`src/hdl/flash_rd_params.svh`:
```
// sizing constants of the flash read pipeline, included by the package and the RTL modules
`ifndef FLASH_RD_PARAMS_SVH
`define FLASH_RD_PARAMS_SVH

// number of read buffers kept in front of the flash
`define FLASH_RD_NUM_BUF 4

// bus word width seen by the front end
`define FLASH_RD_BUS_W 32

// flash word width returned by the flash primitive
`define FLASH_RD_DATA_W 64

// bus side address counts bus words, its lowest bit picks the half of a flash word
`define FLASH_RD_BUS_ADDR_W 12

// page index width, a page holds 64 flash words
`define FLASH_RD_PAGE_W 4

// entries of the response order FIFO, this bounds the requests in flight
`define FLASH_RD_RSP_DEPTH 4

`endif

```
`src/hdl/flash_rd_pkg.sv`:
```
// shared types of the flash read pipeline, referenced by scoped name from every RTL module
`default_nettype none

`include "flash_rd_params.svh"

package flash_rd_pkg;

  // bus side and flash side addresses, the flash word address drops the half select bit
  typedef logic [`FLASH_RD_BUS_ADDR_W-1:0] bus_addr_t;
  typedef logic [`FLASH_RD_BUS_ADDR_W-2:0] flash_addr_t;

  typedef logic [`FLASH_RD_BUS_W-1:0]  bus_data_t;
  typedef logic [`FLASH_RD_DATA_W-1:0] flash_data_t;

  // one-hot vector over the read buffers
  typedef logic [`FLASH_RD_NUM_BUF-1:0] buf_sel_t;

  // wip marks a buffer whose flash read is still in progress
  typedef enum logic [1:0] {
    st_invalid = 2'b00,
    st_wip     = 2'b01,
    st_valid   = 2'b10
  } buf_state_e;

  // complete state of one read buffer
  typedef struct packed {
    buf_state_e  state;
    flash_addr_t addr;
    flash_data_t data;
  } rd_buf_t;

  // the response FIFO remembers which buffer and which half answers a request
  typedef struct packed {
    buf_sel_t buf_sel;
    logic     word_sel;
  } rsp_entry_t;

endpackage

`default_nettype wire

```
`src/hdl/flash_rd_rsp_fifo.sv`:
```
// response order FIFO of the read pipeline, one entry per accepted request in request order
`timescale 1ns/1ps
`default_nettype none

`include "flash_rd_params.svh"

module flash_rd_rsp_fifo (
  input  wire logic                     clk_i,
  input  wire logic                     rst_ni,
  input  wire logic                     push_i,
  input  wire flash_rd_pkg::rsp_entry_t wdata_i,
  input  wire logic                     pop_i,
  output logic                          full_o,
  output logic                          valid_o,
  output flash_rd_pkg::rsp_entry_t      rdata_o
);

  localparam int Depth = `FLASH_RD_RSP_DEPTH;
  localparam int AddrW = $clog2(Depth);

  flash_rd_pkg::rsp_entry_t mem_q [Depth];
  // pointers carry one extra wrap bit to tell full from empty
  logic [AddrW:0]           wr_ptr_q;
  logic [AddrW:0]           rd_ptr_q;
  logic                     push;
  logic                     pop;

  assign push = push_i && !full_o;
  assign pop  = pop_i && valid_o;

  assign valid_o = wr_ptr_q != rd_ptr_q;
  assign full_o  = (wr_ptr_q[AddrW] != rd_ptr_q[AddrW]) &&
                   (wr_ptr_q[AddrW-1:0] == rd_ptr_q[AddrW-1:0]);

  // no pass-through, a pushed entry shows at the head one cycle later
  assign rdata_o = mem_q[rd_ptr_q[AddrW-1:0]];

  always_ff @(posedge clk_i or negedge rst_ni) begin
    if (!rst_ni) begin
      wr_ptr_q <= '0;
      rd_ptr_q <= '0;
    end else begin
      if (push) begin
        wr_ptr_q <= wr_ptr_q + 1'b1;
      end
      if (pop) begin
        rd_ptr_q <= rd_ptr_q + 1'b1;
      end
    end
  end

  always_ff @(posedge clk_i) begin
    if (push) begin
      mem_q[wr_ptr_q[AddrW-1:0]] <= wdata_i;
    end
  end

endmodule

`default_nettype wire

```
`config.mk`:
```
export PLATFORM = sky130hd
export DESIGN_NAME = flash_rd_rsp_fifo
export DESIGN_NICKNAME = d
export VERILOG_FILES = /design/src/hdl/flash_rd_pkg.sv /design/src/hdl/flash_rd_rsp_fifo.sv
export VERILOG_INCLUDE_DIRS = /design/src /design/src/hdl
export SDC_FILE = /design/constraint.sdc
export NUM_CORES = 1
export LEC_CHECK = 0
export BUFFER_PORTS_ARGS = -buffer_cell sky130_fd_sc_hd__buf_2
export CAP_MARGIN = 5
export CORE_UTILIZATION = 50
export CTS_BUF_LIST = sky130_fd_sc_hd__clkbuf_16
export CTS_CLUSTER_DIAMETER = 50
export DETAILED_ROUTE_END_ITERATION = 6
export PLACE_DENSITY = 0.82
export SETUP_SLACK_MARGIN = 0.5
export SYNTH_ARGS = -nofsm -noshare
export SYNTH_HDL_FRONTEND = slang
export SYNTH_SLANG_ARGS = --single-unit
```
`constraint.sdc`:
```
create_clock -name clk_i -period 1.7 [get_ports clk_i]
set_clock_uncertainty 0.15 [all_clocks]
set_input_delay 0.085 -clock clk_i [delete_from_list [all_inputs] [get_ports clk_i]]
set_output_delay 0.085 -clock clk_i [all_outputs]
set_load 0.02 [all_outputs]
```
# Word-level counts from Yosys, hierarchy flattened
# Memories as Yosys holds them, arrays and structs flattened.
# Cells that the tools add are included.
[word_totals]
reg_bits = 6
mem_bits_rw = 20
out_inout_bits = 7
word_cells = 14
n_memories = 1
[classes]
addsub = 2
eq_ne = 3
muxes = 2
reduce_logical = 4
[memory_table]
columns = ["memory", "words", "word_bits", "rd", "rd_clocked_by_memory_dff", "wr", "line", "rtl"]
rows = [
  ["mem_q", 4, 5, 1, 0, 1, "flash_rd_rsp_fifo.sv:21", "flash_rd_pkg::rsp_entry_t mem_q [Depth];"],
]
[ops]
columns = ["op", "n"]
rows = [
  ["3-bit by 1-bit adder with 3-bit output, second input constant", 2],
  ["1-bit logical AND", 3],
  ["3-bit != test", 1],
  ["2-bit equality test", 1],
  ["1-bit 2-to-1 mux", 2],
  ["1-bit logical NOT", 1],
  ["1-bit != test", 1],
]

# Longest topological paths before layout
# Gate-level depths: netlist (run 1).
[depth]
depth_word = 6
ltp_mapped = 5
ltp_nobuf = 5

# Worst setup path after synthesis (run 1)
# Ideal clock, no wire load.
[synth_timing]
path_kind = "register to register"
start = "register rd_ptr_q[0]"
end = "memory mem_q[0][0] (netlist bit), enable pin"
setup_ns = 0.263
t_arrival_ns = 1.382
required_ns = 1.287
path_slack_ns = -0.094
path_stages_with_launch = 5
period_less_slack_ns = 1.794
path_cell_list = "dfrtp_1 buf_4 xor2_4 or3_4 and3_1"
[synth_between]
elab_chain_len = 6
[synth_lines]
columns = ["item", "line", "rtl"]
rows = [
  ["start: declaration", "flash_rd_rsp_fifo.sv:24", "logic [AddrW:0] rd_ptr_q;"],
  ["start signal: assignment", "flash_rd_rsp_fifo.sv:47", "rd_ptr_q <= rd_ptr_q + 1'b1;"],
  ["2-bit equality test", "flash_rd_rsp_fifo.sv:33", "(wr_ptr_q[AddrW-1:0] == rd_ptr_q[AddrW-1:0]);"],
  ["1-bit logical AND", "flash_rd_rsp_fifo.sv:32", "assign full_o = (wr_ptr_q[AddrW] != rd_ptr_q[AddrW]) &&"],
  ["1-bit logical NOT", "flash_rd_rsp_fifo.sv:28", "assign push = push_i && !full_o;"],
  ["1-bit logical AND", "flash_rd_rsp_fifo.sv:28", ""],
  ["1-bit 2-to-1 mux", "flash_rd_rsp_fifo.sv:53", "if (push) begin"],
  ["1-bit 2-to-1 mux (implied by the code)", "flash_rd_rsp_fifo.sv:54", "mem_q[wr_ptr_q[AddrW-1:0]] <= wdata_i;"],
  ["end: declaration", "flash_rd_rsp_fifo.sv:21", ""],
]
# No other way between the ends.

# Worst setup path after layout (run 1)
[layout_timing]
start = "register wr_ptr_q[0]"
end = "output port valid_o"
[layout_between]
elab_chain_len = 1
[layout_lines]
columns = ["item", "line", "rtl"]
rows = [
  ["start: declaration", "flash_rd_rsp_fifo.sv:23", "logic [AddrW:0] wr_ptr_q;"],
  ["start signal: assignment", "flash_rd_rsp_fifo.sv:44", "wr_ptr_q <= wr_ptr_q + 1'b1;"],
  ["3-bit != test", "flash_rd_rsp_fifo.sv:31", "assign valid_o = wr_ptr_q != rd_ptr_q;"],
  ["end: declaration", "flash_rd_rsp_fifo.sv:14", "output logic valid_o,"],
]
# No other way between the ends.

==> metrics, run 1 <==
setup ws final=-0.0997 ns; CTS tree=built; Cell variety after synth=21; drt pass-1 iters=2; share of layout cells above drive strength 1=~60%; met2 WL post-DR=1410 µm; final setup TNS=-0.355 ns; Reg power frac=about a quarter; Req. time, crit path=~1.5 ns; NumNets Final=130; most frequent CP cell=buf_6; DRT antenna net count=0; Placer Congestion=between 0.8 and 0.9; Crit path max-delay family=flip-flops; P per Cell Area=between 2000 and 2500 nW/µm²; max cap viols=0; Clock power frac=about an eighth; unrepaired setup endpoints after global routing=yes; Die Y=between 50 and 60 µm; syn_area_per_cell=16.6 µm²; CTS clk-pin slew, worst paths=~0.06 ns; die area=2630 µm²; Highest Clock Rate=about 560 MHz; HPWL Detailed=~1600 µm; hold path start=push_i; total power=roughly 0.0041 W; Hold Path Class=primary input to flip-flop; Cell Rows=17; CP Class=flip-flop to output port; # setup viols final=7; type of origin of the critical path=flip-flop; internal power=0.00254 W; count of final max-slew check failures=0; crit-path max FO=3; Setup crit end kind=output port; vias in the first global route=808; Die Width=roughly 51 µm; later-pin clock latency in the skew report=roughly 0.26 ns; Pleak=0.698 nW; CTS root buffer=clkbuf_16; initial antenna violation count=0; Period minus WS final=roughly 1.8 ns; Placed Instance Area=1380 µm²; Critical-path top delay cell=dfrtp_2; CTS HTree Levels=1; Ports=16; Synth Instances=73; met1 WL=roughly 1200 µm; Max Used Layer=met4; YS warnings=0; Comb power frac=61.8%; Syn Nets=87; Reg-to-Reg Start=wr_ptr_q[0]; cts bufs inserted=3; Slew headroom=73.2%; largest net degree at the start of global routing=15; Initial DRC Count=7; WHS=around 0.012 ns; Final Hold Vio Count=0; cells along the critical path=xor2_4, buf_6, or3_4, buf_6; final instance area=between 1500 and 2000 µm²; via count=794; P&R area growth vs syn=51.0%; mapped cell area=around 1200 µm²; crit path launch=wr_ptr_q[0]; GRT Util Overall=22.7%; # DRC=0; first-pass GRT wire length=roughly 4000 µm; CP peak stage delay=between 0.4 and 0.5 ns; Seq/Total Area, Yosys=slightly above 60%; status=finished with violations; DR vias/cell=5.55; buffers plus inverters on the worst setup path=2; Seq cells post-synth=26; final wirelength=2750 µm; maximum VDD drop=roughly 1.7 mV; CP arrival=1.56 ns; Fillers=111; Multi-input gate area=581 µm²; Sw Pwr=0.00153 W; IO Port Bufs=15; register area=approximately 760 µm²; Antenna diodes=0; CTS sink count=26; crit share post-route=106%; Routed wire per std cell=19.2 µm; total gr overflow=0; switching share of power=between 30% and 40%; failing checks=setup timing; maximum root-to-sink buffer count=2; initial core utilization=53.8%; core footprint=~2300 µm²; Util after Layout=81.2%; worst slew pin tran=a little over 0.4 ns; DR WL met3=between 40 and 50 µm
==> flip-flops by register name, indices dropped and copies added, names as in the netlist <==
| name | flops |
|---|---|
| rd_ptr_q | 3 |
| wr_ptr_q | 3 |
| mem_q | 20 |
==> synth_stat cells, drive strengths merged <==
cell | n | area, µm²
edfxtp | 20 | 601
dfrtp | 6 | 150
ha | 5 | 62.6
mux4 | 5 | 113
o31ai | 5 | 37.5
a21oi | 4 | 20.0
inv | 4 | 15.0
xnor2 | 4 | 35.0
xor2 | 4 | 72.6
and3 | 3 | 18.8
a211oi | 2 | 15.0
buf | 2 | 12.5
nand2 | 2 | 7.51
nand2b | 2 | 12.5
or3 | 2 | 17.5
nor3 | 1 | 5.00
o21a | 1 | 7.51
o311a | 1 | 10.0
==> layer usage <==
layer	GRT usage (%)	vias up
li1	-	366
met1	31.0	408
met2	35.5	14
met3	3.57	6
met4	10.8	0
met5	0	-
==> path summary, 6_finish.rpt <==
| path | cells past startpoint | slack, ns | endpoint |
|---|---|---|---|
| worst max-delay path | 4 | -0.1 | valid_o |
| worst min-delay path | 3 | 0.01 | wr_ptr_q[0] |
| worst max register to register | 3 | 0.03 | mem_q[1][3] |
| worst min register to register | 2 | 0.49 | rd_ptr_q[2] |
| max in group asynchronous | 2 | 1.21 | rd_ptr_q[1] |
| min in group asynchronous | 2 | 0.04 | wr_ptr_q[0] |
==> area by class of cell <==
| cell class | instances | area share [%] |
|---|---|---|
| well taps | 28 | 1.91 |
| inverters | 4 | 0.957 |
| multi-input cells | 41 | 31.7 |
| flip-flops and latches | 26 | 41.4 |
| clock buffers | 3 | 4.10 |
| repair buffers | 40 | 19.8 |
| clock inverters | 1 | 0.205 |
==> cell usage in the layout (no fill, tap or decap), types with 4 or more instances in the layout <==
cell and n:
o31ai_4 4, dlygate4sd3_1 7, edfxtp_1 20, buf_4 9, ha_1 4, buf_2 8
mux4_2 5, buf_6 15, dfrtp_2 5
==> tightest hold or removal path, cell delays in order <==
cell     delay (ns)
buf_2          0.17
o31ai_4        0.08
xnor2_1        0.06
==> metrics by stage <==
stage | setup slack, ns | cells
finish | -0.0997 | 143
global route | -0.126 | 143
CTS | -0.0633 | 139
detailed placement | 0.0236 | 121
global placement | 0.0744 | 121
floorplan | 0.0226 | 73
==> cell families after synthesis <==
group	share of synthesized area [%]
and+or+nand+nor	5.06
xor gates and xnor gates	8.87
DFF	61.9
AOI/OAI and AO/OA	7.43
muxes	9.29
buffers and inverters	2.27
adders and majority gates	5.16
==> power groups by stage <==
stage / clock network (W) / registers [W] / logic, W
3_3_place_gp: 0 / 0.00101 / 0.00138
6_report: 0.000522 / 0.00103 / 0.00252
2_1_floorplan: 0 / 0.000992 / 0.00102
3_5_place_dp: 0 / 0.00102 / 0.00141
5_1_grt: 0.000550 / 0.00104 / 0.00266
4_1_cts: 0.000516 / 0.00102 / 0.00212
==> what timing repair did <==
action | CTS | global route
pin swaps | 9 | 9
gates resized for setup | 41 | 9
hold buffers | 7 | 0
endpoints found under the hold margin | 28 | 0
setup endpoints to repair | 33 | 33
setup buffers | 7 | 4
(Power assumes the default switching activity.)
==> run 2, diff against run 1 <==
Settings changed: SKIP_CTS_REPAIR_TIMING from default to 1.
==> run 2 against run 1 <==
  * The flow still finishes with violations (setup timing)
  * Design area decreased by 3.3%
  * Hold slack improved by 0.013 ns
  * Combinational power decreased by 10%
  * Die area unchanged
  * Utilization decreased by 2.7 points
  * Sequential share of layout area increased by 1.4 points
  * Highest routed layer unchanged
==> metrics, run 2 (same netlist as run 1, synthesis figures left out) <==
status=finished with violations; failing checks=setup timing; Ports=16; Slew headroom=about three quarters; DRT antenna net count=0; Final Hold Vio Count=0; GRT Util Overall=approximately a fifth; CTS HTree Levels=1; initial core utilization=between 50% and 60%; later-pin clock latency in the skew report=~0.26 ns; Highest Clock Rate=563 MHz; Die Y=51.2 µm; P&R area growth vs syn=46.0%; DR vias/cell=between 5 and 6; register area=757 µm²; commonest cells after routing, fill and taps aside=20 x edfxtp_1, 15 x buf_6, 8 x buf_2; CTS sink count=26; HPWL Detailed=1610 µm; setup ws final=-0.0768 ns; final wirelength=between 2000 and 3000 µm; total gr overflow=0; Critical-path top delay cell=dfrtp_2; type of origin of the critical path=flip-flop; IO Port Bufs=15; total power=about 0.0038 W; Antenna diodes=0; CP arrival=~1.5 ns; Cell Rows=17; CTS clk-pin slew, worst paths=approximately 0.060 ns; drt pass-1 iters=3; Pleak=0.668 nW; most frequent CP cell=buf_6; Period minus WS final=1.78 ns; final instance area=1770 µm²; die area=about 2600 µm²; crit-path max FO=5; count of final max-slew check failures=0; unrepaired setup endpoints after global routing=yes; Reg-to-Reg Start=rd_ptr_q[0]; NumNets Final=about 130; Placer Congestion=0.880; CP peak stage delay=~0.46 ns; cts bufs inserted=3; Die Width=51.2 µm; Routed wire per std cell=approximately 20 µm; core footprint=around 2300 µm²; CP Class=flip-flop to output port; CTS root buffer=clkbuf_16; commonest non-fill, non-tap cell in the layout=edfxtp_1; first-pass GRT wire length=between 3000 and 4000 µm; P per Cell Area=2150 nW/µm²; largest net degree at the start of global routing=15; Req. time, crit path=1.46 ns; cells along the critical path=xor2_4, buf_6, or3_1, buf_6; initial antenna violation count=0; max cap viols=0; vias in the first global route=715; # setup viols final=7; CTS tree=built; maximum VDD drop=slightly below 2 mV; crit path launch=rd_ptr_q[0]; # DRC=0; Initial DRC Count=13; via count=between 700 and 800; max reg flops=20; Multi-input gate area=around 540 µm²; Hold Path Class=primary input to async pin; share of layout cells above drive strength 1=between 50% and 60%; Placed Instance Area=roughly 1400 µm²; Setup crit end kind=output port; final setup TNS=-0.419 ns; crit share post-route=105%; Fillers=between 100 and 150; WHS=around 0.025 ns; maximum root-to-sink buffer count=2; worst slew pin tran=0.375 ns
[run 2: layer usage]
metal / global-route usage (%) / wire, µm
met4: 10.8 / 81
met5: 0 / 0
met2: 30.9 / 1430
met3: 3.57 / 64
met1: 25.9 / 1240
[run 2: path summary, 6_finish.rpt]
path / endpoint / cells after the start / slack, ns
max: valid_o / 4 / -0.08
min: rd_ptr_q[2] / 2 / 0.02
max reg2reg: rd_ptr_q[1] / 5 / 0.01
min reg2reg: rd_ptr_q[2] / 2 / 0.49
max in group asynchronous: rd_ptr_q[0] / 2 / 1.22
min in group clk_i: wr_ptr_q[0] / 3 / 0.04
[run 2: power breakdown]
part           total [W]  leakage (nW)  switching [W]  internal [W]
sequential       0.00103         0.251       0.000150      0.000881
combinational    0.00226         0.378        0.00108       0.00118
clock           0.000520        0.0385       0.000205      0.000315
[run 2: layout make-up]
type | instances | area share, %
Clock buffer | 3 | 4.24
Clock inverter | 1 | 0.212
Inverter | 4 | 1.06
Multi-Input combinational cell | 41 | 30.7
Sequential cell | 26 | 42.8
Tap cell | 28 | 1.98
Timing Repair Buffer | 36 | 19.0
[run 2: per-stage QoR]
step / instances / utilization, % / setup slack, ns
2_1_floorplan: 73 / - / 0.0226
3_3_place_gp: 121 / 61.2 / 0.0744
3_5_place_dp: 121 / 61.2 / 0.0236
4_1_cts: 125 / 64.7 / -0.155
5_1_grt: 139 / 78.5 / -0.116
6_report: 139 / 78.5 / -0.0768
[run 2: worst max-delay path, delay by kind of cell, from the launching register on]
kind | cells | cell delay (ns)
DFF | 1 | 0.46
and+or+nand+nor | 1 | 0.32
buffers and inverters | 2 | 0.28
xor gates and xnor gates | 1 | 0.22
