[config.mk]
export PLATFORM = sky130hd
export DESIGN_NAME = flash_rd_stage
export DESIGN_NICKNAME = d
export VERILOG_FILES = /design/src/hdl/flash_rd_pkg.sv /design/src/hdl/flash_rd_stage.sv
export VERILOG_INCLUDE_DIRS = /design/src /design/src/hdl
export SDC_FILE = /design/constraint.sdc
export NUM_CORES = 1
export LEC_CHECK = 0
export BUFFER_PORTS_ARGS = -buffer_cell sky130_fd_sc_hd__buf_4
export CORE_UTILIZATION = 37
export CTS_BUF_LIST = sky130_fd_sc_hd__clkbuf_4 sky130_fd_sc_hd__clkbuf_8 sky130_fd_sc_hd__clkbuf_16
export DETAILED_ROUTE_END_ITERATION = 8
export PLACE_DENSITY = 0.8
export SKIP_LAST_GASP = 1
export SLEW_MARGIN = 20
export SYNTH_ARGS = -nofsm -noshare
export SYNTH_HDL_FRONTEND = slang
export SYNTH_SLANG_ARGS = --single-unit
[constraint.sdc]
create_clock -name clk_i -period 1.6 [get_ports clk_i]
set_clock_uncertainty 0.2 [all_clocks]
set_input_delay 0.08 -clock clk_i [delete_from_list [all_inputs] [get_ports clk_i]]
set_output_delay 0.08 -clock clk_i [all_outputs]
set_load 0.02 [all_outputs]
[src/hdl/flash_rd_params.svh]
// sizing constants of the flash read pipeline, included by the package and the RTL modules
`ifndef FLASH_RD_PARAMS_SVH
`define FLASH_RD_PARAMS_SVH

// number of read buffers kept in front of the flash
`define FLASH_RD_NUM_BUF 4

// bus word width seen by the front end
`define FLASH_RD_BUS_W 32

// flash word width returned by the flash primitive
`define FLASH_RD_DATA_W 64

// bus side address counts bus words, its lowest bit picks the half of a flash word
`define FLASH_RD_BUS_ADDR_W 12

// page index width, a page holds 64 flash words
`define FLASH_RD_PAGE_W 4

// entries of the response order FIFO, this bounds the requests in flight
`define FLASH_RD_RSP_DEPTH 4

`endif

[src/hdl/flash_rd_pkg.sv]
// shared types of the flash read pipeline, referenced by scoped name from every RTL module
`default_nettype none

`include "flash_rd_params.svh"

package flash_rd_pkg;

  // bus side and flash side addresses, the flash word address drops the half select bit
  typedef logic [`FLASH_RD_BUS_ADDR_W-1:0] bus_addr_t;
  typedef logic [`FLASH_RD_BUS_ADDR_W-2:0] flash_addr_t;

  typedef logic [`FLASH_RD_BUS_W-1:0]  bus_data_t;
  typedef logic [`FLASH_RD_DATA_W-1:0] flash_data_t;

  // one-hot vector over the read buffers
  typedef logic [`FLASH_RD_NUM_BUF-1:0] buf_sel_t;

  // wip marks a buffer whose flash read is still in progress
  typedef enum logic [1:0] {
    st_invalid = 2'b00,
    st_wip     = 2'b01,
    st_valid   = 2'b10
  } buf_state_e;

  // complete state of one read buffer
  typedef struct packed {
    buf_state_e  state;
    flash_addr_t addr;
    flash_data_t data;
  } rd_buf_t;

  // the response FIFO remembers which buffer and which half answers a request
  typedef struct packed {
    buf_sel_t buf_sel;
    logic     word_sel;
  } rsp_entry_t;

endpackage

`default_nettype wire

[src/hdl/flash_rd_stage.sv]
// flash read stage of the read pipeline, decides acceptance and tracks the one outstanding read
`timescale 1ns/1ps
`default_nettype none

`include "flash_rd_params.svh"

module flash_rd_stage (
  input  wire logic                    clk_i,
  input  wire logic                    rst_ni,
  input  wire logic                    req_i,
  input  wire flash_rd_pkg::bus_addr_t addr_i,
  input  wire logic                    no_match_i,
  input  wire flash_rd_pkg::buf_sel_t  victim_i,
  input  wire flash_rd_pkg::buf_sel_t  hit_i,
  input  wire logic                    buf_en_i,
  input  wire logic                    fifo_full_i,
  input  wire logic                    flash_ack_i,
  input  wire logic                    flash_done_i,
  output logic                         rdy_o,
  output logic                         flash_req_o,
  output flash_rd_pkg::flash_addr_t    flash_addr_o,
  output flash_rd_pkg::buf_sel_t       alloc_o,
  output flash_rd_pkg::buf_sel_t       update_o,
  output logic                         push_o,
  output flash_rd_pkg::rsp_entry_t     entry_o,
  output logic                         fill_valid_o
);

  logic                   active_q;
  logic                   busy_q;
  logic                   fill_q;
  flash_rd_pkg::buf_sel_t alloc_q;
  flash_rd_pkg::buf_sel_t update_q;
  logic                   rd_done;
  logic                   flash_rdy;
  logic                   room;
  logic                   accept;

  // done is only ours while a read is outstanding
  assign rd_done   = busy_q && flash_done_i;
  assign flash_rdy = !busy_q || rd_done;
  // nothing is taken before the first cycle after reset release
  assign room      = active_q && !fifo_full_i;

  // a miss needs the flash to take the read in the same cycle, a hit only needs FIFO space
  assign flash_req_o  = req_i && no_match_i && flash_rdy && room;
  assign rdy_o        = no_match_i ? (flash_ack_i && flash_rdy && room) : room;
  assign accept       = req_i && rdy_o;
  assign flash_addr_o = addr_i[`FLASH_RD_BUS_ADDR_W-1:1];

  // with buffers disabled a miss still reads the flash but claims no buffer
  assign alloc_o = (accept && no_match_i && buf_en_i) ? victim_i : '0;

  assign push_o  = accept;
  assign entry_o = {(no_match_i ? victim_i : hit_i), addr_i[0]};

  // the returned word is registered in the top, so the fill is presented one cycle later
  assign update_o     = update_q;
  assign fill_valid_o = fill_q;

  always_ff @(posedge clk_i or negedge rst_ni) begin
    if (!rst_ni) begin
      active_q <= 1'b0;
      busy_q   <= 1'b0;
      fill_q   <= 1'b0;
      alloc_q  <= '0;
      update_q <= '0;
    end else begin
      active_q <= 1'b1;
      fill_q   <= rd_done;
      update_q <= rd_done ? alloc_q : '0;
      // a new read may start in the very cycle the previous one completes
      if (flash_req_o && flash_ack_i) begin
        busy_q  <= 1'b1;
        alloc_q <= alloc_o;
      end else if (rd_done) begin
        busy_q <= 1'b0;
      end
    end
  end

endmodule

`default_nettype wire

**Word-level counts from Yosys, hierarchy flattened**

Cells that the tools add are included.
Widths: inputs -> output; s select.

- Register bits: 11
- Input port bits: 28
- Word-level logic and storage cells: 26
- Output and inout port bits: 28

- Reduce and logical (&&, ||, !) cells: 15
- Mux-type cells: 6

Operator list:

| operator | count |
|---|---|
| $mux 4 | 3 |
| $logic_and 1x1->1 | 11 |
| $mux 1 | 3 |
| $logic_not 1->1 | 2 |
| $reduce_bool 2->1 | 1 |
| $logic_or 1x1->1 | 1 |

**Logic depth before layout (Yosys ltp)**

Gate-level depths: netlist of run 1.

- Depth after elaboration: 9
- Gate-level depth with buffers: 4
- Depth with buffers taken out: 3

**Worst setup path before layout of run 1**

No wires, ideal clock.

- Kind: flip-flop to flip-flop
- Start: register busy_q
- End: register alloc_q[0]
- Period minus slack after synthesis: 1.532 ns
- Path buffers: 0
- Slack: 0.068 ns
- Setup time: 0.078 ns
- Arrival: 1.254 ns
- Stages on the path, launching flop included: 4
- Required time: 1.322 ns
- Cell sequence: dfrtp_1 nor2b_4 nor4_2 o21bai_1

- Longest elaborated chain between the ends: 9
- Elaborated cells on any way between the ends: 13
- Classes of those cells: mux (2); reduce/logical (11)

Ends and longest elaborated chain:

| element | RTL line | source |
|---|---|---|
| start, declared | flash_rd_stage.sv:30 | `logic busy_q;` |
| start signal, assigned | flash_rd_stage.sv:64 | `busy_q <= 1'b0;` |
| start signal, assigned | flash_rd_stage.sv:74 | `busy_q <= 1'b1;` |
| start signal, assigned | flash_rd_stage.sv:77 | `busy_q <= 1'b0;` |
| $logic_not 1->1 or $logic_and 1x1->1 (tied branches) | flash_rd_stage.sv:41, flash_rd_stage.sv:40 |  |
| $logic_or 1x1->1 * | flash_rd_stage.sv:41 | `assign flash_rdy = !busy_q \|\| rd_done;` |
| $logic_and 1x1->1 * (2 in series) | flash_rd_stage.sv:47 | `assign rdy_o = no_match_i ? (flash_ack_i && flash_rdy && room) : room;` |
| $mux 1 * | flash_rd_stage.sv:47 |  |
| $logic_and 1x1->1 * | flash_rd_stage.sv:48 | `assign accept = req_i && rdy_o;` |
| $logic_and 1x1->1 * (2 in series) | flash_rd_stage.sv:52 | `assign alloc_o = (accept && no_match_i && buf_en_i) ? victim_i : '0;` |
| $mux 4 * | flash_rd_stage.sv:52 |  |
| via alloc_o[0] | flash_rd_stage.sv:22 | `output flash_rd_pkg::buf_sel_t alloc_o,` |
| end signal, assigned | flash_rd_stage.sv:75 | `alloc_q <= alloc_o;` |
| end, declared | flash_rd_stage.sv:32 | `flash_rd_pkg::buf_sel_t alloc_q;` |

The timed path passes the listed nets; every way through them passes the cells marked *.
A chain may end at the register's enable or synchronous reset.

**Final worst setup path of run 1**

- Start: register busy_q
- End: output push_o

- Longest elaborated chain between the ends: 6
- Elaborated cells on any way between the ends: 7
- Classes of those cells: mux (1); reduce/logical (6)

Ends and longest elaborated chain:

| element | RTL line | source |
|---|---|---|
| $logic_not 1->1 or $logic_and 1x1->1 (tied branches) | flash_rd_stage.sv:41, flash_rd_stage.sv:40 |  |
| $logic_or 1x1->1 * | flash_rd_stage.sv:41 |  |
| $logic_and 1x1->1 * (2 in series) | flash_rd_stage.sv:47 |  |
| $mux 1 * | flash_rd_stage.sv:47 |  |
| $logic_and 1x1->1 * | flash_rd_stage.sv:48 |  |
| end, declared | flash_rd_stage.sv:24 | `output logic push_o,` |

Mark *: on every way between the ends. The rest lies on a longest branch, timed or not.

==> results of run 1 <==
repair_timing:
item,4_1_cts,5_1_grt
hold endpoints to repair,31,0
pin swaps,1,2
endpoints found under the setup margin,5,8
buffers inserted,1,3
resized for setup,0,6
hold buffers,24,0
worst max path at each step:
stage	endpoint	start	cells past startpoint
6_report	push_o	busy_q$_DFFE_PN0P_	4
5_1_grt	alloc_o[2]	busy_q$_DFFE_PN0P_	4
4_1_cts	alloc_o[0]	busy_q$_DFFE_PN0P_	3
3_5_place_dp	alloc_q[2]$_DFFE_PN0P_	busy_q$_DFFE_PN0P_	4
3_3_place_gp	alloc_q[1]$_DFFE_PN0P_	busy_q$_DFFE_PN0P_	4
2_1_floorplan	alloc_q[0]$_DFFE_PN0P_	busy_q$_DFFE_PN0P_	3
kinds of logic (layout without fill, tap and decap cells):
kind of cell | count (synthesis) | after routing | share of synthesized area [%]
AO/OA/AOI/OAI | 5 | 5 | 4.90
buffers and inverters | 18 | 68 | 17.5
flip-flops | 11 | 11 | 41.5
multiplexers | 6 | 6 | 9.81
other | 1 | 1 | 0.565
AND/OR/NAND/NOR | 21 | 21 | 25.7
critical path, delay by kind of cell (launching register included):
kind                   cells  cell delay [ns]
flip-flops                 1             0.42
AND/OR/NAND/NOR            2             0.20
buffers and inverters      1             0.20
AO/OA/AOI/OAI              1             0.27
cell usage in the layout (no fill, tap or decap):
cell	n
nor2b_4	1
a211oi_1	1
and3_2	4
o21bai_1	2
a21oi_1	1
mux2i_1	2
conb_1	1
and2_2	1
nand2b_1	1
nor4_4	2
buf_6	2
nand2_1	6
buf_4	34
dfrtp_1	11
nor3_1	1
mux2_2	4
o21ai_0	1
dlygate4sd3_1	23
nor3_4	1
nand3_4	1
clkbuf_4	4
and3_4	2
inv_1	5
nand2b_4	1
per-stage QoR:
step	hold slack (ns)	setup TNS, ns
finish	0.00785	-0.204
global route	0.0208	-0.632
CTS	0.00876	-0.0744
detailed placement	-0.279	0
global placement	-0.282	0
floorplan	-0.416	0
cell type report:
cell class	instances	area, µm²	share of cell area (%)
sequential	11	275	23.7
clock buffer	4	30.0	2.59
multi-input combinational	33	299	25.8
inverter	5	18.8	1.62
timing repair buffer	59	508	43.8
tap	24	30.0	2.59
flip-flops by register name, indices dropped and copies added, names as in the netlist:
name and flops:
alloc_q 4, update_o 4, active_q 1, busy_q 1, fill_valid_o 1
per-layer routing:
metal	share of wire, %	wire (µm)	GRT usage [%]	vias to the layer above
met5	0	0	0	-
li1	-	-	-	293
met1	33	619	21.1	307
met4	0.65	12	5.45	0
met2	56	1040	40.9	47
met3	9.4	173	6.94	2
report_power, final:
group / internal, mW / leakage, nW / switching [mW]
clock: 0.114 / 0.0184 / 0.0958
sequential: 0.307 / 0.144 / 0.0145
combinational: 0.109 / 0.405 / 0.109
total: 0.529 / 0.567 / 0.219
==> flow_summary.json, run 1 <==
{
  "outcome": "complete, but fails checks",
  "failed_checks": "setup timing",
  "grt_use_total_pct": 21.1,
  "synth_area_leader_cell": "dfrtp_1",
  "worstSetupStartpointType": "register",
  "ys.flop_type": "dfrtp_1",
  "pin_count": 56,
  "core_region_area_mm2": 0.00159,
  "synth-edff-count": 0,
  "regToRegStartpoint": "busy_q$_DFFE_PN0P_",
  "required_ns": 1.32,
  "placed_cells": 105,
  "power.leakage_nw": 0.567,
  "grt_max_degree": 12,
  "ys_seq_elements": 11,
  "ys_seq_area_share_pct": 41.5,
  "hold_path_end": "busy_q$_DFFE_PN0P_",
  "cts_tree": "done",
  "port-buffer-count": 31,
  "path_clk_slew_ns": 0.07,
  "setup-violations-final": 8,
  "cp_slowest_stage_delay_ns": 0.42,
  "async_flop_share_pct": 100,
  "cap_violations": 0,
  "synth_commonest_cells": "13 x buf_4, 11 x dfrtp_1, 6 x nand2_1, 5 x inv_1",
  "period_share_pct": 103,
  "worstRegToRegCells": 3,
  "synth.area.top_cells": "dfrtp_1 42%, buf_4 15%, mux2_2 6.8%",
  "dr.pass1.iters": 6,
  "insertion_delay_ns": 0.28,
  "cts_buffer_depth": 2,
  "drtAntennaViolNets": 0,
  "grt.overflow.total": 0,
  "gp_congestion": 0.780,
  "synth_most_common_cell": "buf_4",
  "grt_pass1_vias": 636,
  "die_w_um": 44.3,
  "hold_depth": 3,
  "cts_root_buf": "clkbuf_4",
  "finish.utilization_pct": 72.8,
  "antenna_cells": 0,
  "r2r-end": "update_o[2]$_DFF_PN0_",
  "worst_slack_ns": -0.0470,
  "ir_worst_vdd_mv": 0.517,
  "power_uw": 748,
  "crit_path_top_delay_cell": "dfrtp_1",
  "avgSynthCellArea_um2": 10.7,
  "fin_nets": 141,
  "min_period_ns": 1.65,
  "rsz0062_at_grt": "true",
  "cts_made_buffers": 3,
  "antenna_found_initial": 0,
  "ctsHtreeMaxLevel": 1,
  "hold_path.class": "in2reg",
  "dp_hpwl_um": 1040,
  "place_area_um2": 836,
  "cp.arrival_ns": 1.37,
  "drive_above_1_share_pct": 50.9,
  "path_cells": "nand2b_1 > nand2_1 > a211oi_1 > buf_4",
  "synth_area_um2": 663,
  "drc": 0,
  "fillers": 103,
  "relSlewSlack_pct": 65.8,
  "post_drt_via_cell_ratio": 4.77,
  "wl_per_cell_um": 13.6,
  "num_rows": 14,
  "final_cell_area_mm2": 0.00116,
  "grt_pass1_wl_um": 2910,
  "crit_type": "reg2out",
  "syn-num-nets": 90,
  "yosysUniqueCellTypes": 21,
  "start_util_pct": 41.6,
  "area_growth_pct": 75.1,
  "r2r_slack_ns": -0.03,
  "syn_inst": 62,
  "yosysWarnings": 0,
  "synth_top_area_share_pct": 41.5,
  "totalWireLength_um": 1850,
  "die-height_um": 44.3,
  "crit_fanout": 4,
  "worst_pin_slew_ns": 0.511,
  "die-area_mm2": 0.00197,
  "clkSinkCount": 11,
  "finalHoldViolations": 0,
  "worst_hold_startpoint": "flash_done_i",
  "place_ws_ns": 0.200,
  "via_count": 649,
  "power_density_mw_per_mm2": 645,
  "report.final.slew_viol_count": 0,
  "max_freq_mhz": 607,
  "stdcell_count": 136,
  "end_kind": "output port",
  "drtIter0Drc": 9
}
Power figures use the tool's default switching activity.
==> run 2: changes to the inputs <==
--- a/config.mk
+++ b/config.mk
@@ -6,11 +6,13 @@
 export SDC_FILE = /design/constraint.sdc
 export NUM_CORES = 1
 export LEC_CHECK = 0
-export BUFFER_PORTS_ARGS = -buffer_cell sky130_fd_sc_hd__buf_4
-export CORE_UTILIZATION = 37
+export BUFFER_PORTS_ARGS = -buffer_cell sky130_fd_sc_hd__clkbuf_2
+export CELL_PAD_IN_SITES_DETAIL_PLACEMENT = 1
+export CELL_PAD_IN_SITES_GLOBAL_PLACEMENT = 1
+export CORE_UTILIZATION = 25
 export CTS_BUF_LIST = sky130_fd_sc_hd__clkbuf_4 sky130_fd_sc_hd__clkbuf_8 sky130_fd_sc_hd__clkbuf_16
 export DETAILED_ROUTE_END_ITERATION = 8
-export PLACE_DENSITY = 0.8
+export PLACE_DENSITY = 0.78
 export SKIP_LAST_GASP = 1
 export SLEW_MARGIN = 20
 export SYNTH_ARGS = -nofsm -noshare
==> run 2 against run 1 <==
The flow now finishes without violations. Sequential cell count unchanged. Highest routed layer is now met3. Non-clock buffer count is 3 lower. Die area rose by 46%. Clock-buffer cell count fell by 1. Hold slack better by 0.0052 ns. Maximum frequency is 3.5% higher. First-iteration DRC count fell by 33%. Utilization fell by 30 points. Largest power group unchanged. Final cell count grew 2.2%. Clock power is 11% lower. Combinational power down 11%.
==> flow_summary.json, run 2 (same netlist as run 1, synthesis figures left out) <==
{
  "outcome": "finished clean",
  "finalHoldViolations": 0,
  "min_period_ns": 1.59,
  "r2r_slack_ns": 0.26,
  "power_uw": 705,
  "report.final.slew_viol_count": 0,
  "final_common_cell": "clkbuf_2",
  "totalWireLength_um": 1700,
  "stdcell_count": 139,
  "area_growth_pct": 63.0,
  "cap_violations": 0,
  "power_density_mw_per_mm2": 652,
  "clkSinkCount": 11,
  "path_clk_slew_ns": 0.08,
  "cts_made_buffers": 3,
  "setup-violations-final": 0,
  "cts_root_buf": "clkbuf_4",
  "drive_above_1_share_pct": 53.2,
  "drc": 0,
  "post_drt_via_cell_ratio": 4.42,
  "via_count": 614,
  "gp_congestion": 0.759,
  "power.leakage_nw": 0.532,
  "cp.arrival_ns": 1.31,
  "regToRegStartpoint": "busy_q$_DFFE_PN0P_",
  "port-buffer-count": 31,
  "die_w_um": 53.5,
  "start_util_pct": 26.5,
  "required_ns": 1.32,
  "end_kind": "output port",
  "hold_path.class": "in2async",
  "num_rows": 18,
  "worstRegToRegCells": 4,
  "grt_pass1_vias": 585,
  "insertion_delay_ns": 0.27,
  "core_region_area_mm2": 0.00250,
  "cts_buffer_depth": 2,
  "setup_tns_ns": 0,
  "place_ws_ns": 0.154,
  "period_share_pct": 99.4,
  "wl_per_cell_um": 12.2,
  "grt_pass1_wl_um": 2560,
  "drtAntennaViolNets": 0,
  "pin_count": 56,
  "layout_common_cells": "26 x clkbuf_2, 20 x dlygate4sd3_1, 11 x dfrtp_1, 7 x buf_4, 6 x nand2_1",
  "worstSetupStartpointType": "register",
  "die-area_mm2": 0.00286,
  "antenna_cells": 0,
  "fillers": 288,
  "ir_worst_vdd_mv": 0.282,
  "fin_nets": 138,
  "crit_fanout": 4,
  "ctsHtreeMaxLevel": 1,
  "r2r-end": "alloc_q[1]$_DFFE_PN0P_",
  "drtIter0Drc": 6,
  "rsz0062_at_grt": "true",
  "grt_use_total_pct": 12.6,
  "placed_cells": 111,
  "max_freq_mhz": 629,
  "crit_type": "reg2out",
  "dr.pass1.iters": 4,
  "grt.overflow.total": 0,
  "grt_max_degree": 12,
  "die-height_um": 53.5,
  "final_cell_area_mm2": 0.00108,
  "antenna_found_initial": 0,
  "worst_slack_ns": 0.00913,
  "cts_tree": "done",
  "place_area_um2": 766
}
## run 2: per-stage QoR
stage                     hold slack, ns  utilization (%)
final                             0.0131             43.2
after CTS                        0.00931             42.5
after global placement            -0.242             30.6
after detailed placement          -0.231             30.6
after floorplan                   -0.416                -
after global routing              0.0387             43.2
## run 2: how the worst max path moves through the flow
stage / endpoint / depth (start not counted) / from
2_1_floorplan: alloc_q[0]$_DFFE_PN0P_ / 3 / busy_q$_DFFE_PN0P_
3_3_place_gp: alloc_o[3] / 3 / busy_q$_DFFE_PN0P_
4_1_cts: alloc_o[2] / 4 / active_q$_DFF_PN0_
6_report: alloc_o[2] / 4 / busy_q$_DFFE_PN0P_
5_1_grt: alloc_o[1] / 4 / busy_q$_DFFE_PN0P_
3_5_place_dp: alloc_o[3] / 3 / busy_q$_DFFE_PN0P_
## run 2: cell type report
type / instances / area (µm²) / share of cell area, %
flip-flops and latches: 11 / 275 / 25.5
multi-input cells: 33 / 304 / 28.1
inverters: 5 / 18.8 / 1.74
well taps: 30 / 37.5 / 3.47
repair buffers: 56 / 418 / 38.7
clock inverters: 1 / 5.00 / 0.463
clock buffers: 3 / 22.5 / 2.08
## run 2: where the power goes
part           switching [mW]  internal [mW]  total, mW
clock                  0.0946         0.0923      0.187
combinational           0.106         0.0889      0.195
sequential             0.0161          0.307      0.323
total                   0.217          0.488      0.705
## run 2: worst max-delay path, stage by stage (launching register included)
cell and delay (ns):
dfrtp_1 0.41, nor2b_4 0.17, nor3_4 0.16, and3_4 0.22, buf_8 0.10
## run 2: repair_timing
| action | CTS | global route |
|---|---|---|
| hold buffers | 20 | 0 |
| buffers inserted | 4 | 0 |
| setup endpoints to repair | 5 | 5 |
| pin swaps | 4 | 3 |
| hold endpoints to repair | 30 | 0 |
| gates resized for setup | 8 | 8 |
## run 2: metal layers
layer,routed length (µm),vias up,GRT usage [%]
met1,676,287,13.6
met4,0,0,5.26
met3,132,0,1.72
li1,-,288,-
met2,891,39,24.2
met5,0,-,0
==> run 3: changes to the inputs <==
--- a/config.mk
+++ b/config.mk
@@ -13,6 +13,7 @@
 export CTS_BUF_LIST = sky130_fd_sc_hd__clkbuf_4 sky130_fd_sc_hd__clkbuf_8 sky130_fd_sc_hd__clkbuf_16
 export DETAILED_ROUTE_END_ITERATION = 8
 export PLACE_DENSITY = 0.78
+export RECOVER_POWER = 25
 export SKIP_LAST_GASP = 1
 export SLEW_MARGIN = 20
 export SYNTH_ARGS = -nofsm -noshare
==> run 3 against run 2 <==
Final cell count unchanged. Cell area down 0.12%. Wire length fell by 0.12%. Critical path depth unchanged. First-iteration DRC count is the same. Via count unchanged. Utilization shrank 0.050 points. Register-to-register slack is essentially flat. Combinational power is essentially flat. Maximum frequency about the same. Sequential share of layout area about the same.
==> flow_summary.json, run 3 (same netlist as run 1, synthesis figures left out) <==
{
  "worstSetupStartpointType": "register",
  "outcome": "finished clean",
  "dr.pass1.iters": 4,
  "hold_path.class": "in2reg",
  "grt_use_total_pct": 12.6,
  "relSlewSlack_pct": 60.3,
  "power_density_mw_per_mm2": 652,
  "final_common_cell": "clkbuf_2",
  "gp_congestion": 0.759,
  "fillers": 288,
  "layout_common_cells": "25 x clkbuf_2, 20 x dlygate4sd3_1, 11 x dfrtp_1, 7 x buf_4, 6 x nand2_1",
  "clkSinkCount": 11,
  "drtIter0Drc": 6,
  "die-height_um": 53.5,
  "worst_pin_slew_ns": 0.595,
  "rsz0062_at_grt": "true",
  "ctsHtreeMaxLevel": 1,
  "port-buffer-count": 31,
  "core_region_area_mm2": 0.00250,
  "die_w_um": 53.5,
  "antenna_cells": 0,
  "via_count": 614,
  "wl_per_cell_um": 12.2,
  "worst_hold_startpoint": "flash_done_i",
  "drive_above_1_share_pct": 52.3,
  "path_clk_slew_ns": 0.07,
  "r2r-end": "alloc_q[1]$_DFFE_PN0P_",
  "regToRegStartpoint": "busy_q$_DFFE_PN0P_",
  "cts_made_buffers": 3,
  "setup-violations-final": 0,
  "cp.arrival_ns": 1.31,
  "max_freq_mhz": 629,
  "setup_tns_ns": 0,
  "cts_buffer_depth": 2,
  "cap_violations": 0,
  "fin_nets": 138,
  "period_share_pct": 99.4,
  "grt_pass1_wl_um": 2560,
  "num_rows": 18,
  "pin_count": 56,
  "post_drt_via_cell_ratio": 4.42,
  "worst_slack_ns": 0.00903,
  "required_ns": 1.32,
  "power.leakage_nw": 0.529,
  "min_period_ns": 1.59,
  "report.final.slew_viol_count": 0,
  "drtAntennaViolNets": 0,
  "die-area_mm2": 0.00286,
  "worstRegToRegCells": 4,
  "totalWireLength_um": 1700,
  "drc": 0,
  "crit_type": "reg2out",
  "antenna_found_initial": 0,
  "hold_path_end": "busy_q$_DFFE_PN0P_",
  "r2r_slack_ns": 0.26,
  "place_ws_ns": 0.154,
  "finalHoldViolations": 0,
  "grt.overflow.total": 0,
  "start_util_pct": 26.5,
  "end_kind": "output port",
  "grt_pass1_vias": 585,
  "hold_depth": 3,
  "cts_tree": "done",
  "grt_max_degree": 12,
  "insertion_delay_ns": 0.27,
  "ir_worst_vdd_mv": 0.282,
  "crit_fanout": 4,
  "area_growth_pct": 62.8,
  "cts_root_buf": "clkbuf_4",
  "power_uw": 704
}
-- run 3: cell counts in the layout (fill, tap and decap cells not counted) --
Identical to the previous run, type by type.
-- run 3: worst max-delay path: stages (launching register included) --
cell and delay [ns]:
dfrtp_1 0.41, nor2b_4 0.17, nor3_4 0.16, and3_4 0.22
buf_8 0.10
-- run 3: worst max path at each step --
stage	startpoint	endpoint	slack, ns	cells past startpoint
finish	busy_q$_DFFE_PN0P_	alloc_o[2]	0.009	4
global route	busy_q$_DFFE_PN0P_	alloc_o[1]	-0.07	4
CTS	active_q$_DFF_PN0_	alloc_o[2]	-0.001	4
detailed placement	busy_q$_DFFE_PN0P_	alloc_o[3]	0.15	3
global placement	busy_q$_DFFE_PN0P_	alloc_o[3]	0.19	3
floorplan	busy_q$_DFFE_PN0P_	alloc_q[0]$_DFFE_PN0P_	0.07	3
-- run 3: cell type report --
| type | instances | area (µm²) | area share, % |
|---|---|---|---|
| clock buffers | 3 | 22.5 | 2.09 |
| clock inverters | 1 | 5.00 | 0.463 |
| inverters | 5 | 18.8 | 1.74 |
| multi-input cells | 33 | 304 | 28.2 |
| flip-flops and latches | 11 | 275 | 25.5 |
| well taps | 30 | 37.5 | 3.48 |
| repair buffers | 56 | 417 | 38.6 |
-- run 3: repair_timing --
item                                    in CTS  in global routing
endpoints found under the setup margin       5                  5
pin swaps                                    4                  3
hold buffers                                20                  0
hold endpoints to repair                    30                  0
gates resized for setup                      8                  8
buffers inserted                             4                  0
-- run 3: layer usage --
layer / wire, µm / vias to the layer above / global-route usage, %
li1: - / 288 / -
met1: 675 / 287 / 13.6
met2: 891 / 39 / 24.2
met3: 132 / 0 / 1.72
met4: 0 / 0 / 5.26
met5: 0 / - / 0
-- run 3: power breakdown --
group / internal [mW] / switching, mW
clock: 0.0923 / 0.0946
sequential: 0.307 / 0.0161
combinational: 0.0886 / 0.106
total: 0.488 / 0.217
-- run 3: metrics by stage --
stage                     utilization [%]  cells  cell area (µm²)  hold slack [ns]
final                                43.2    139             1080           0.0380
after global routing                 43.2    139             1080           0.0387
after CTS                            42.5    139             1060          0.00931
after detailed placement             30.6    111              766           -0.231
after global placement               30.6    111              766           -0.242
after floorplan                         -     62              663           -0.416
